==> src/hdl/arcade_ctrl_params.svh <==
//==========================================================
// Shared constants for the player-control front end
// Register offsets, board code and rotary reset position
// Include in any module that needs one of these values
//==========================================================

`ifndef ARCADE_CTRL_PARAMS_SVH
`define ARCADE_CTRL_PARAMS_SVH

// AXI4-Lite address width in bits
`define CTRL_ADDR_W 4

// Register byte offsets
`define REG_CONFIG 4'h0
`define REG_DIP    4'h4
`define REG_WORDS  4'h8
`define REG_ROTARY 4'hC

// Board code of the gold-medal board
`define PCB_GOLDMEDL 4'd7

// Rotary ring position after reset
`define ROTARY_RESET 12'h001

`endif

==> src/hdl/arcade_ctrl_pkg.sv <==
//==========================================================
// Types shared by the player-control front end
// Raw inputs, host configuration and the CPU-visible words
//==========================================================

`default_nettype none

package arcade_ctrl_pkg;

	// Raw active-high levels of one player
	typedef struct packed {
		logic       start;
		logic       coin;
		logic       up;
		logic       down;
		logic       left;
		logic       right;
		logic [2:0] fire;
		logic       rotary_cw_btn;
		logic       rotary_ccw_btn;
		logic       alt_up;
		logic       alt_down;
		logic       alt_left;
		logic       alt_right;
	} player_raw_t;

	typedef struct packed {
		logic test;
		logic service;
	} service_t;

	// Host-written board configuration
	typedef struct packed {
		logic [3:0] pcb;
		logic       tate;
		logic [7:0] brd;
		logic [7:0] dsw1;
		logic [7:0] dsw2;
	} ctrl_cfg_t;

	// Words seen by the game CPUs, p1 in the low byte
	typedef struct packed {
		logic [7:0] dsw_sp85;
		logic [7:0] dsw_m68k;
		logic [7:0] p2;
		logic [7:0] p1;
	} ctrl_words_t;

	// One player byte, standard and gold-medal decodings
	typedef union packed {
		struct packed {
			logic       start;
			logic [2:0] fire;
			logic       right;
			logic       left;
			logic       down;
			logic       up;
		} std;
		struct packed {
			logic start_a;
			logic start_b;
			logic b_fire1;
			logic a_fire1;
			logic b_fire2;
			logic b_fire0;
			logic a_fire2;
			logic a_fire0;
		} gm;
	} player_word_u;

	typedef logic [11:0] rotary_pos_t;

endpackage

`default_nettype wire

==> src/hdl/arcade_ctrl_top.sv <==
//==========================================================
// Player-control front end top level
// Two rotary trackers, the control mapper and the
// AXI4-Lite register slave used by the host
//==========================================================

`default_nettype none

`include "arcade_ctrl_params.svh"

module arcade_ctrl_top import arcade_ctrl_pkg::*; (
	input  logic                    clk_72,
	input  logic                    reset,
	input  player_raw_t             player1,
	input  player_raw_t             player2,
	input  service_t                service,
	input  logic [`CTRL_ADDR_W-1:0] awaddr,
	input  logic                    awvalid,
	output logic                    awready,
	input  logic [31:0]             wdata,
	input  logic [3:0]              wstrb,
	input  logic                    wvalid,
	output logic                    wready,
	output logic [1:0]              bresp,
	output logic                    bvalid,
	input  logic                    bready,
	input  logic [`CTRL_ADDR_W-1:0] araddr,
	input  logic                    arvalid,
	output logic                    arready,
	output logic [31:0]             rdata,
	output logic [1:0]              rresp,
	output logic                    rvalid,
	input  logic                    rready
);

	logic        rot1_cw;
	logic        rot1_ccw;
	logic        rot2_cw;
	logic        rot2_ccw;
	rotary_pos_t rotary1;
	rotary_pos_t rotary2;
	ctrl_cfg_t   cfg;
	ctrl_words_t words;

	// Rotary button or second stick turns the ring
	assign rot1_cw  = player1.rotary_cw_btn | player1.alt_right | player1.alt_up;
	assign rot1_ccw = player1.rotary_ccw_btn | player1.alt_left | player1.alt_down;
	assign rot2_cw  = player2.rotary_cw_btn | player2.alt_right | player2.alt_up;
	assign rot2_ccw = player2.rotary_ccw_btn | player2.alt_left | player2.alt_down;

	rotary_tracker rot1_i (
		.clk_72   (clk_72),
		.reset    (reset),
		.cw       (rot1_cw),
		.ccw      (rot1_ccw),
		.position (rotary1)
	);

	rotary_tracker rot2_i (
		.clk_72   (clk_72),
		.reset    (reset),
		.cw       (rot2_cw),
		.ccw      (rot2_ccw),
		.position (rotary2)
	);

	control_mapper mapper_i (
		.clk_72  (clk_72),
		.reset   (reset),
		.player1 (player1),
		.player2 (player2),
		.service (service),
		.cfg     (cfg),
		.words   (words)
	);

	ctrl_regs_axil regs_i (
		.clk_72  (clk_72),
		.reset   (reset),
		.awaddr  (awaddr),
		.awvalid (awvalid),
		.awready (awready),
		.wdata   (wdata),
		.wstrb   (wstrb),
		.wvalid  (wvalid),
		.wready  (wready),
		.bresp   (bresp),
		.bvalid  (bvalid),
		.bready  (bready),
		.araddr  (araddr),
		.arvalid (arvalid),
		.arready (arready),
		.rdata   (rdata),
		.rresp   (rresp),
		.rvalid  (rvalid),
		.rready  (rready),
		.cfg     (cfg),
		.words   (words),
		.rotary1 (rotary1),
		.rotary2 (rotary2)
	);

endmodule

`default_nettype wire

==> src/hdl/control_mapper.sv <==
//==========================================================
// Maps raw button levels and DIP banks to the CPU words
// Standard boards are active low, gold-medal is active high
// Outputs are registered, one cycle behind their inputs
//==========================================================

`default_nettype none

`include "arcade_ctrl_params.svh"

module control_mapper import arcade_ctrl_pkg::*; (
	input  logic        clk_72,
	input  logic        reset,
	input  player_raw_t player1,
	input  player_raw_t player2,
	input  service_t    service,
	input  ctrl_cfg_t   cfg,
	output ctrl_words_t words
);

	player_word_u std1;
	player_word_u std2;
	player_word_u gold;
	logic [7:0]   dsw_std;
	ctrl_words_t  words_next;

	function automatic player_word_u std_view(input player_raw_t p);
		player_word_u w;
		w.std.start = p.start;
		w.std.fire  = p.fire;
		w.std.right = p.right;
		w.std.left  = p.left;
		w.std.down  = p.down;
		w.std.up    = p.up;
		return w;
	endfunction

	always_comb begin
		std1 = std_view(player1);
		std2 = std_view(player2);

		// Both players share one byte on the gold-medal board
		gold.gm.start_a = player1.start;
		gold.gm.start_b = player2.start;
		gold.gm.b_fire1 = player2.fire[1];
		gold.gm.a_fire1 = player1.fire[1];
		gold.gm.b_fire2 = player2.fire[2];
		gold.gm.b_fire0 = player2.fire[0];
		gold.gm.a_fire2 = player1.fire[2];
		gold.gm.a_fire0 = player1.fire[0];

		// Test and service sit in the two low DIP bits, active low
		dsw_std = {cfg.dsw1[7:2], ~service.test, ~service.service};

		words_next.dsw_sp85 = cfg.dsw2;
		if (cfg.pcb == `PCB_GOLDMEDL) begin
			words_next.p1       = gold;
			words_next.p2       = 8'h00;
			words_next.dsw_m68k = ~dsw_std;
		end else begin
			words_next.p1       = ~std1;
			words_next.p2       = ~std2;
			words_next.dsw_m68k = dsw_std;
		end
	end

	always_ff @(posedge clk_72) begin
		if (reset)
			words <= '0;
		else
			words <= words_next;
	end

endmodule

`default_nettype wire

==> src/hdl/ctrl_regs_axil.sv <==
//==========================================================
// AXI4-Lite slave for the control front end
// Holds board configuration and DIP banks, and returns
// the mapped CPU words and both rotary positions
//==========================================================

`default_nettype none

`include "arcade_ctrl_params.svh"

module ctrl_regs_axil import arcade_ctrl_pkg::*; (
	input  logic                    clk_72,
	input  logic                    reset,
	input  logic [`CTRL_ADDR_W-1:0] awaddr,
	input  logic                    awvalid,
	output logic                    awready,
	input  logic [31:0]             wdata,
	input  logic [3:0]              wstrb,
	input  logic                    wvalid,
	output logic                    wready,
	output logic [1:0]              bresp,
	output logic                    bvalid,
	input  logic                    bready,
	input  logic [`CTRL_ADDR_W-1:0] araddr,
	input  logic                    arvalid,
	output logic                    arready,
	output logic [31:0]             rdata,
	output logic [1:0]              rresp,
	output logic                    rvalid,
	input  logic                    rready,
	output ctrl_cfg_t               cfg,
	input  ctrl_words_t             words,
	input  rotary_pos_t             rotary1,
	input  rotary_pos_t             rotary2
);

	logic        wr_hs;
	logic        rd_hs;
	logic [31:0] rd_value;

	// Only OKAY responses
	assign bresp = 2'b00;
	assign rresp = 2'b00;

	assign wr_hs = awvalid & awready & wvalid & wready;
	assign rd_hs = arvalid & arready;

	//==========================================================
	// Write channel
	//==========================================================
	always_ff @(posedge clk_72) begin
		if (reset) begin
			awready <= 1'b0;
			wready  <= 1'b0;
			bvalid  <= 1'b0;
			cfg     <= '0;
		end else begin
			// Address and data are taken together, one beat at a time
			awready <= awvalid & wvalid & ~bvalid & ~awready;
			wready  <= awvalid & wvalid & ~bvalid & ~awready;
			if (wr_hs)
				bvalid <= 1'b1;
			else if (bready)
				bvalid <= 1'b0;

			if (wr_hs && awaddr == `REG_CONFIG) begin
				if (wstrb[0]) begin
					cfg.pcb  <= wdata[3:0];
					cfg.tate <= wdata[7];
				end
				if (wstrb[1])
					cfg.brd <= wdata[15:8];
			end
			if (wr_hs && awaddr == `REG_DIP) begin
				if (wstrb[0])
					cfg.dsw1 <= wdata[7:0];
				if (wstrb[1])
					cfg.dsw2 <= wdata[15:8];
			end
		end
	end

	//==========================================================
	// Read channel
	//==========================================================
	always_comb begin
		case (araddr)
			`REG_CONFIG: rd_value = {16'h0, cfg.brd, cfg.tate, 3'b000, cfg.pcb};
			`REG_DIP:    rd_value = {16'h0, cfg.dsw2, cfg.dsw1};
			`REG_WORDS:  rd_value = {words.dsw_sp85, words.dsw_m68k, words.p2, words.p1};
			`REG_ROTARY: rd_value = {4'h0, rotary2, 4'h0, rotary1};
			default:     rd_value = 32'h0;
		endcase
	end

	always_ff @(posedge clk_72) begin
		if (reset) begin
			arready <= 1'b0;
			rvalid  <= 1'b0;
		end else begin
			arready <= arvalid & ~rvalid & ~arready;
			if (rd_hs)
				rvalid <= 1'b1;
			else if (rready)
				rvalid <= 1'b0;
		end
	end

	// Data is captured at acceptance and held while rvalid waits
	always_ff @(posedge clk_72) begin
		if (rd_hs)
			rdata <= rd_value;
	end

endmodule

`default_nettype wire

==> src/hdl/rotary_tracker.sv <==
//==========================================================
// Twelve-position rotary joystick tracker
// Rotates a one-hot ring one step per rising request
//==========================================================

`default_nettype none

`include "arcade_ctrl_params.svh"

module rotary_tracker import arcade_ctrl_pkg::*; (
	input  logic        clk_72,
	input  logic        reset,
	input  logic        cw,
	input  logic        ccw,
	output rotary_pos_t position
);

	logic cw_last;
	logic ccw_last;
	logic cw_rise;
	logic ccw_rise;

	assign cw_rise  = cw & ~cw_last;
	assign ccw_rise = ccw & ~ccw_last;

	always_ff @(posedge clk_72) begin
		if (reset) begin
			cw_last  <= 1'b0;
			ccw_last <= 1'b0;
			position <= `ROTARY_RESET;
		end else begin
			cw_last  <= cw;
			ccw_last <= ccw;
			// Counter-clockwise has priority on a tie
			if (ccw_rise)
				position <= {position[10:0], position[11]};
			else if (cw_rise)
				position <= {position[0], position[11:1]};
		end
	end

endmodule

`default_nettype wire

==> config.mk <==
export PLATFORM = sky130hd
export DESIGN_NAME = arcade_ctrl_top
export DESIGN_NICKNAME = d
export VERILOG_FILES = /design/src/hdl/arcade_ctrl_pkg.sv /design/src/hdl/arcade_ctrl_top.sv /design/src/hdl/control_mapper.sv /design/src/hdl/ctrl_regs_axil.sv /design/src/hdl/rotary_tracker.sv
export VERILOG_INCLUDE_DIRS = /design/src /design/src/hdl
export SDC_FILE = /design/constraint.sdc
export NUM_CORES = 1
export LEC_CHECK = 0
export BUFFER_PORTS_ARGS = -buffer_cell sky130_fd_sc_hd__buf_2
export CORE_UTILIZATION = 49
export DETAILED_ROUTE_END_ITERATION = 6
export PLACE_DENSITY_LB_ADDON = 0.2
export SLEW_MARGIN = 20
export SYNTH_ARGS = -nofsm -noshare
export SYNTH_HDL_FRONTEND = slang
export SYNTH_HIERARCHICAL = 1
export SYNTH_SLANG_ARGS = --single-unit
==> constraint.sdc <==
create_clock -name clk_72 -period 1.65 [get_ports clk_72]
set_clock_uncertainty 0.2 [all_clocks]
set_input_delay 0.0825 -clock clk_72 [delete_from_list [all_inputs] [get_ports clk_72]]
set_output_delay 0.0825 -clock clk_72 [all_outputs]
set_load 0.01 [all_outputs]
* Word level (Yosys, flattened, before mapping)
Index checks and enable logic that the tools add are counted.
** Storage, ports and cells
- Flip-flop bits (word level) :: 125
- Output and inout bits :: 41
- Word-level logic and storage cells :: 82
** Cells by class
- Equal/unequal tests :: 5
- Muxes and demuxes :: 10
- Bitwise gates (word level) :: 34
- Reduce and logical (&&, ||, !) cells :: 13
** Operators by type and width (number)
- case mux 32 bit (4 select lines) :: 1
- two-way mux 12 bit :: 4
- two-way mux 24 bit :: 1
- inverter 8 bit :: 3
- AND 1 bit :: 13
- equality test 4 x 3 -> 1 bit (second input constant) :: 3
- inverter 1 bit :: 10
- equality test 4 bit (second input constant) :: 2
- zero test 4 bit :: 2
- OR 1 bit :: 8
- AND reduction 2 bit :: 4
- nonzero test 2 bit :: 4
- two-way mux 1 bit :: 4
- logical AND 1 bit :: 2
- OR reduction 2 bit :: 1

* Depth between registers and ports, before layout
- Depth after elaboration :: 5
- Depth in mapped cells :: 6

* Modules after synthesis
The synthesis kept the hierarchy.
** Modules (own cells, without submodules)
- ctrl_regs_axil :: times used 1, cells an instance 245, area each 3062.9 um2
- rotary_tracker :: times used 2, cells an instance 72, area each 688.2 um2
- control_mapper :: times used 1, cells an instance 105, area each 1193.6 um2
- arcade_ctrl_top :: times used 1, cells an instance 4, area each 25.0 um2

* Worst setup path after synthesis
No wires, ideal clock.
- Kind :: reg-to-reg
- From :: register regs_i.arready
- To :: register regs_i.rdata[0], enable pin
- Data arrival time :: 1.215 ns
- Data required time :: 1.057 ns
- Setup slack :: -0.157 ns
- Cell stages (with the launch flop) :: 2
- Buffers on the path :: 0
- Cells stage by stage :: dfxtp_1 and2_1
** On the way
- Longest elaborated chain between the ends :: 1
** Ends and longest elaborated chain
- start: declaration :: RTL line ctrl_regs_axil.sv:26 : output logic arready,
- start signal: assignment :: RTL line ctrl_regs_axil.sv:101 : arready <= arvalid & ~rvalid & ~arready;
- AND 1 bit :: RTL line ctrl_regs_axil.sv:46 : assign rd_hs = arvalid & arready;
- net regs_i.rd_hs :: RTL line ctrl_regs_axil.sv:38 : logic rd_hs;
- end signal: assignment :: RTL line ctrl_regs_axil.sv:112 : rdata <= rd_value;
- end: declaration :: RTL line ctrl_regs_axil.sv:27 : output logic [31:0] rdata,
The timed path passes the listed nets, and every way through them passes these cells.
A chain may end at the register's enable or synchronous reset.

* Worst setup path in the final report
- From :: input port player1[7] in the netlist's numbering
- To :: register, netlist name mapper_i/words[4]
** On the way
- Longest elaborated chain between the ends :: 1
** Ends and longest elaborated chain
- start: declaration :: RTL line arcade_ctrl_top.sv:14 : input player_raw_t player1,
- two-way mux 24 bit :: RTL line control_mapper.sv:56 : if (cfg.pcb == `PCB_GOLDMEDL) begin
No other way between the ends.

==> qor.csv <==
metric,value,unit
outcome,finished clean,
hold_violations,0,
antenna-diode-count,0,
arrival,1.68,ns
path_cells,dlygate4sd3_1 > buf_2 > nor2b_1 > dlygate4sd3_1 > mux2_4,
route.vias.total,4335,
critPathLaunchType,input port,
async_flop_share,0,%
crit_required,1.74,ns
clk_pin_slew,0.05,ns
drcViolationCount,0,
portBuffers,99,
worst_path_most_repeated_cell,dlygate4sd3_1,
fp.dieH,109,um
grt_overflow,0,
synth_edf_count,32,
power.density,999,mW/mm^2
cts_num_sinks,125,
slowest_stage,dlygate4sd3_1,
rows,38,
rsz0062_at_grt,false,
grt_pass1_vias,4265,
core,0.0110,sq mm
grt_use_total,24.1,%
critPathKind,in2reg,
postCtsSetupRepairBufs,0,
syn_area_per_cell,11.4,sq um
maxCapViolCount,0,
fillers,819,
synth.distinct_cells,43,
relSlewSlack,65.2,%
layout_common_cells,"buf_2, dfxtp_1, dlygate4sd3_1, nand2b_1, nand2_1",
critPathMaxFanout,2,
clock_latency,0.41,ns
finalSetupViolations,0,
clockBufferDepth,2,
slew_violations,0,
cts_tree,done,
syn_inst,498,
area_growth,33.3,%
cts-root-buf,clkbuf_16,
grt_max_degree,34,
pre_cts_slack,-0.110,ns
die_w,109,um
setup_ws,0.0546,ns
postRouteWirelength,13300,um
dr.pass1.iters,5,
finalCriticalPeriod,1.60,ns
antenna_found_initial,0,
dp.cells,724,
final.setup.tns,0,ns
dr.first_iter.drc_count,200,
routabilityCongestion,0.798,
ys_seq_elements,125,
fmaxAchievable,0.627,GHz
final_common_cell,buf_2,
finalNonFillerCells,820,
drive_gt1_share,30.3,%
cp_slowest_stage_delay,0.55,ns
cts.htree.levels,4,
synth_area,0.00566,sq mm
io_pins,124,
grt_pass1_wl,21400,um
min_period_over_period,96.7,%
start_util,51.3,%
numCtsBuffers,17,
worstMarginPinSlew,0.522,ns
dieArea,0.0120,sq mm
ant_nets,0,
viasPerCell,5.29,
final_util,68.4,%
ir_drop,585,uV
place_hpwl,8630,um
wl_per_cell,16.3,um
final_nets,750,
p_leak,0.00314,uW
yosysSeqAreaShare,49.9,%
end_kind,flip-flop,
yosys_warnings,6,
synth-main-ff-cell,dfxtp_1,
hold_class,in2reg,
state kept, by name (all words and copies together) (netlist names), 12 cells and up:
| name | cells |
|---|---|
| mapper_i/words | 32 |
| regs_i/cfg | 29 |
| regs_i/rdata | 32 |
| rot1_i/position | 12 |
| rot2_i/position | 12 |
through the flow:
stage	hold WS [ns]	cell area, sq um	total power (uW)
final	0.0239	7540	7530
after global routing	0.0198	7540	7810
after CTS	0.00267	7540	7560
after detailed placement	0.0508	6340	4030
after global placement	0.0510	6340	4000
after floorplan	-0.0382	5670	3810
cell usage after synthesis (4+ instances only):
cell type / n / share of area [%]
or3_1: 4 / 0.44
dfxtp_1: 93 / 33
mux2_4: 12 / 3.2
nand2_1: 37 / 2.5
nor2_1: 25 / 1.7
and2_1: 14 / 1.5
a21oi_1: 13 / 1.1
buf_6: 8 / 1.6
mux2i_1: 34 / 6.0
o21ai_0: 11 / 0.97
buf_4: 11 / 1.5
a22o_1: 12 / 1.9
nor3_1: 24 / 2.1
mux2_2: 7 / 1.4
nand3_1: 6 / 0.53
nor2b_1: 31 / 3.4
nand2b_1: 43 / 4.8
buf_2: 10 / 0.88
clkbuf_1: 7 / 0.46
a311oi_2: 14 / 3.7
mux4_2: 9 / 3.6
edfxtp_1: 32 / 17
a2bb2oi_1: 4 / 0.62
layout make-up:
cell class,instances,area [sq um],share of cell area [%]
tap,140,175,2.32
timing repair buffer,187,1420,18.8
clock inverter,8,66.3,0.879
inverter,3,11.3,0.149
clock buffer,24,482,6.39
multi-input combinational,333,2560,34.0
sequential,125,2820,37.4
metal layers:
| metal | wire [um] | part of all wire [%] | up-vias | global-route usage [%] |
|---|---|---|---|---|
| li1 | - | - | 2108 | - |
| met1 | 5760 | 43 | 2061 | 29.5 |
| met2 | 6560 | 49 | 141 | 40.6 |
| met3 | 698 | 5.2 | 25 | 5.45 |
| met4 | 314 | 2.4 | 0 | 10.8 |
| met5 | 0 | 0 | - | 0 |
timing repair:
| action | 4_1_cts | 5_1_grt |
|---|---|---|
| pin swaps | 0 | 0 |
| gates resized for setup | 3 | 3 |
| hold endpoints to repair | 56 | 0 |
| hold buffers | 64 | 0 |
| endpoints found under the setup margin | 8 | 8 |
path summary, 6_finish.rpt:
kind	to	depth (start not counted)	start	slack, ns
worst max-delay path	mapper_i/words[4]$_SDFF_PP0_	5	player1[7]	0.05
worst max register to register	regs_i/cfg[23]$_SDFFE_PP0P_	4	regs_i/wready$_SDFF_PP0_	0.09
worst min register to register	regs_i/arready$_SDFF_PP0_	1	regs_i/arready$_SDFF_PP0_	0.23
worst min-delay path	regs_i/cfg[6]$_SDFFE_PP0P_	3	reset	0.02
power by group:
group	internal (uW)	total, uW	switching [uW]
sequential	3240	3320	80.6
clock	2170	3440	1270
combinational	403	766	363
worst max-delay path: cells and delay by family:
kind | cells | cell delay [ns]
multiplexers | 1 | 0.25
AND/OR/NAND/NOR | 1 | 0.12
buffers and inverters | 3 | 1.23
cell families after synthesis:
family	count (synthesis)	share of synthesized area, %
and+or+nand+nor	206	20.7
DFF	125	49.9
muxes	62	14.2
AOI/OAI and AO/OA	61	9.95
buffers and inverters	43	5.17
other	1	0.0663
Power figures use the tool's default switching activity.
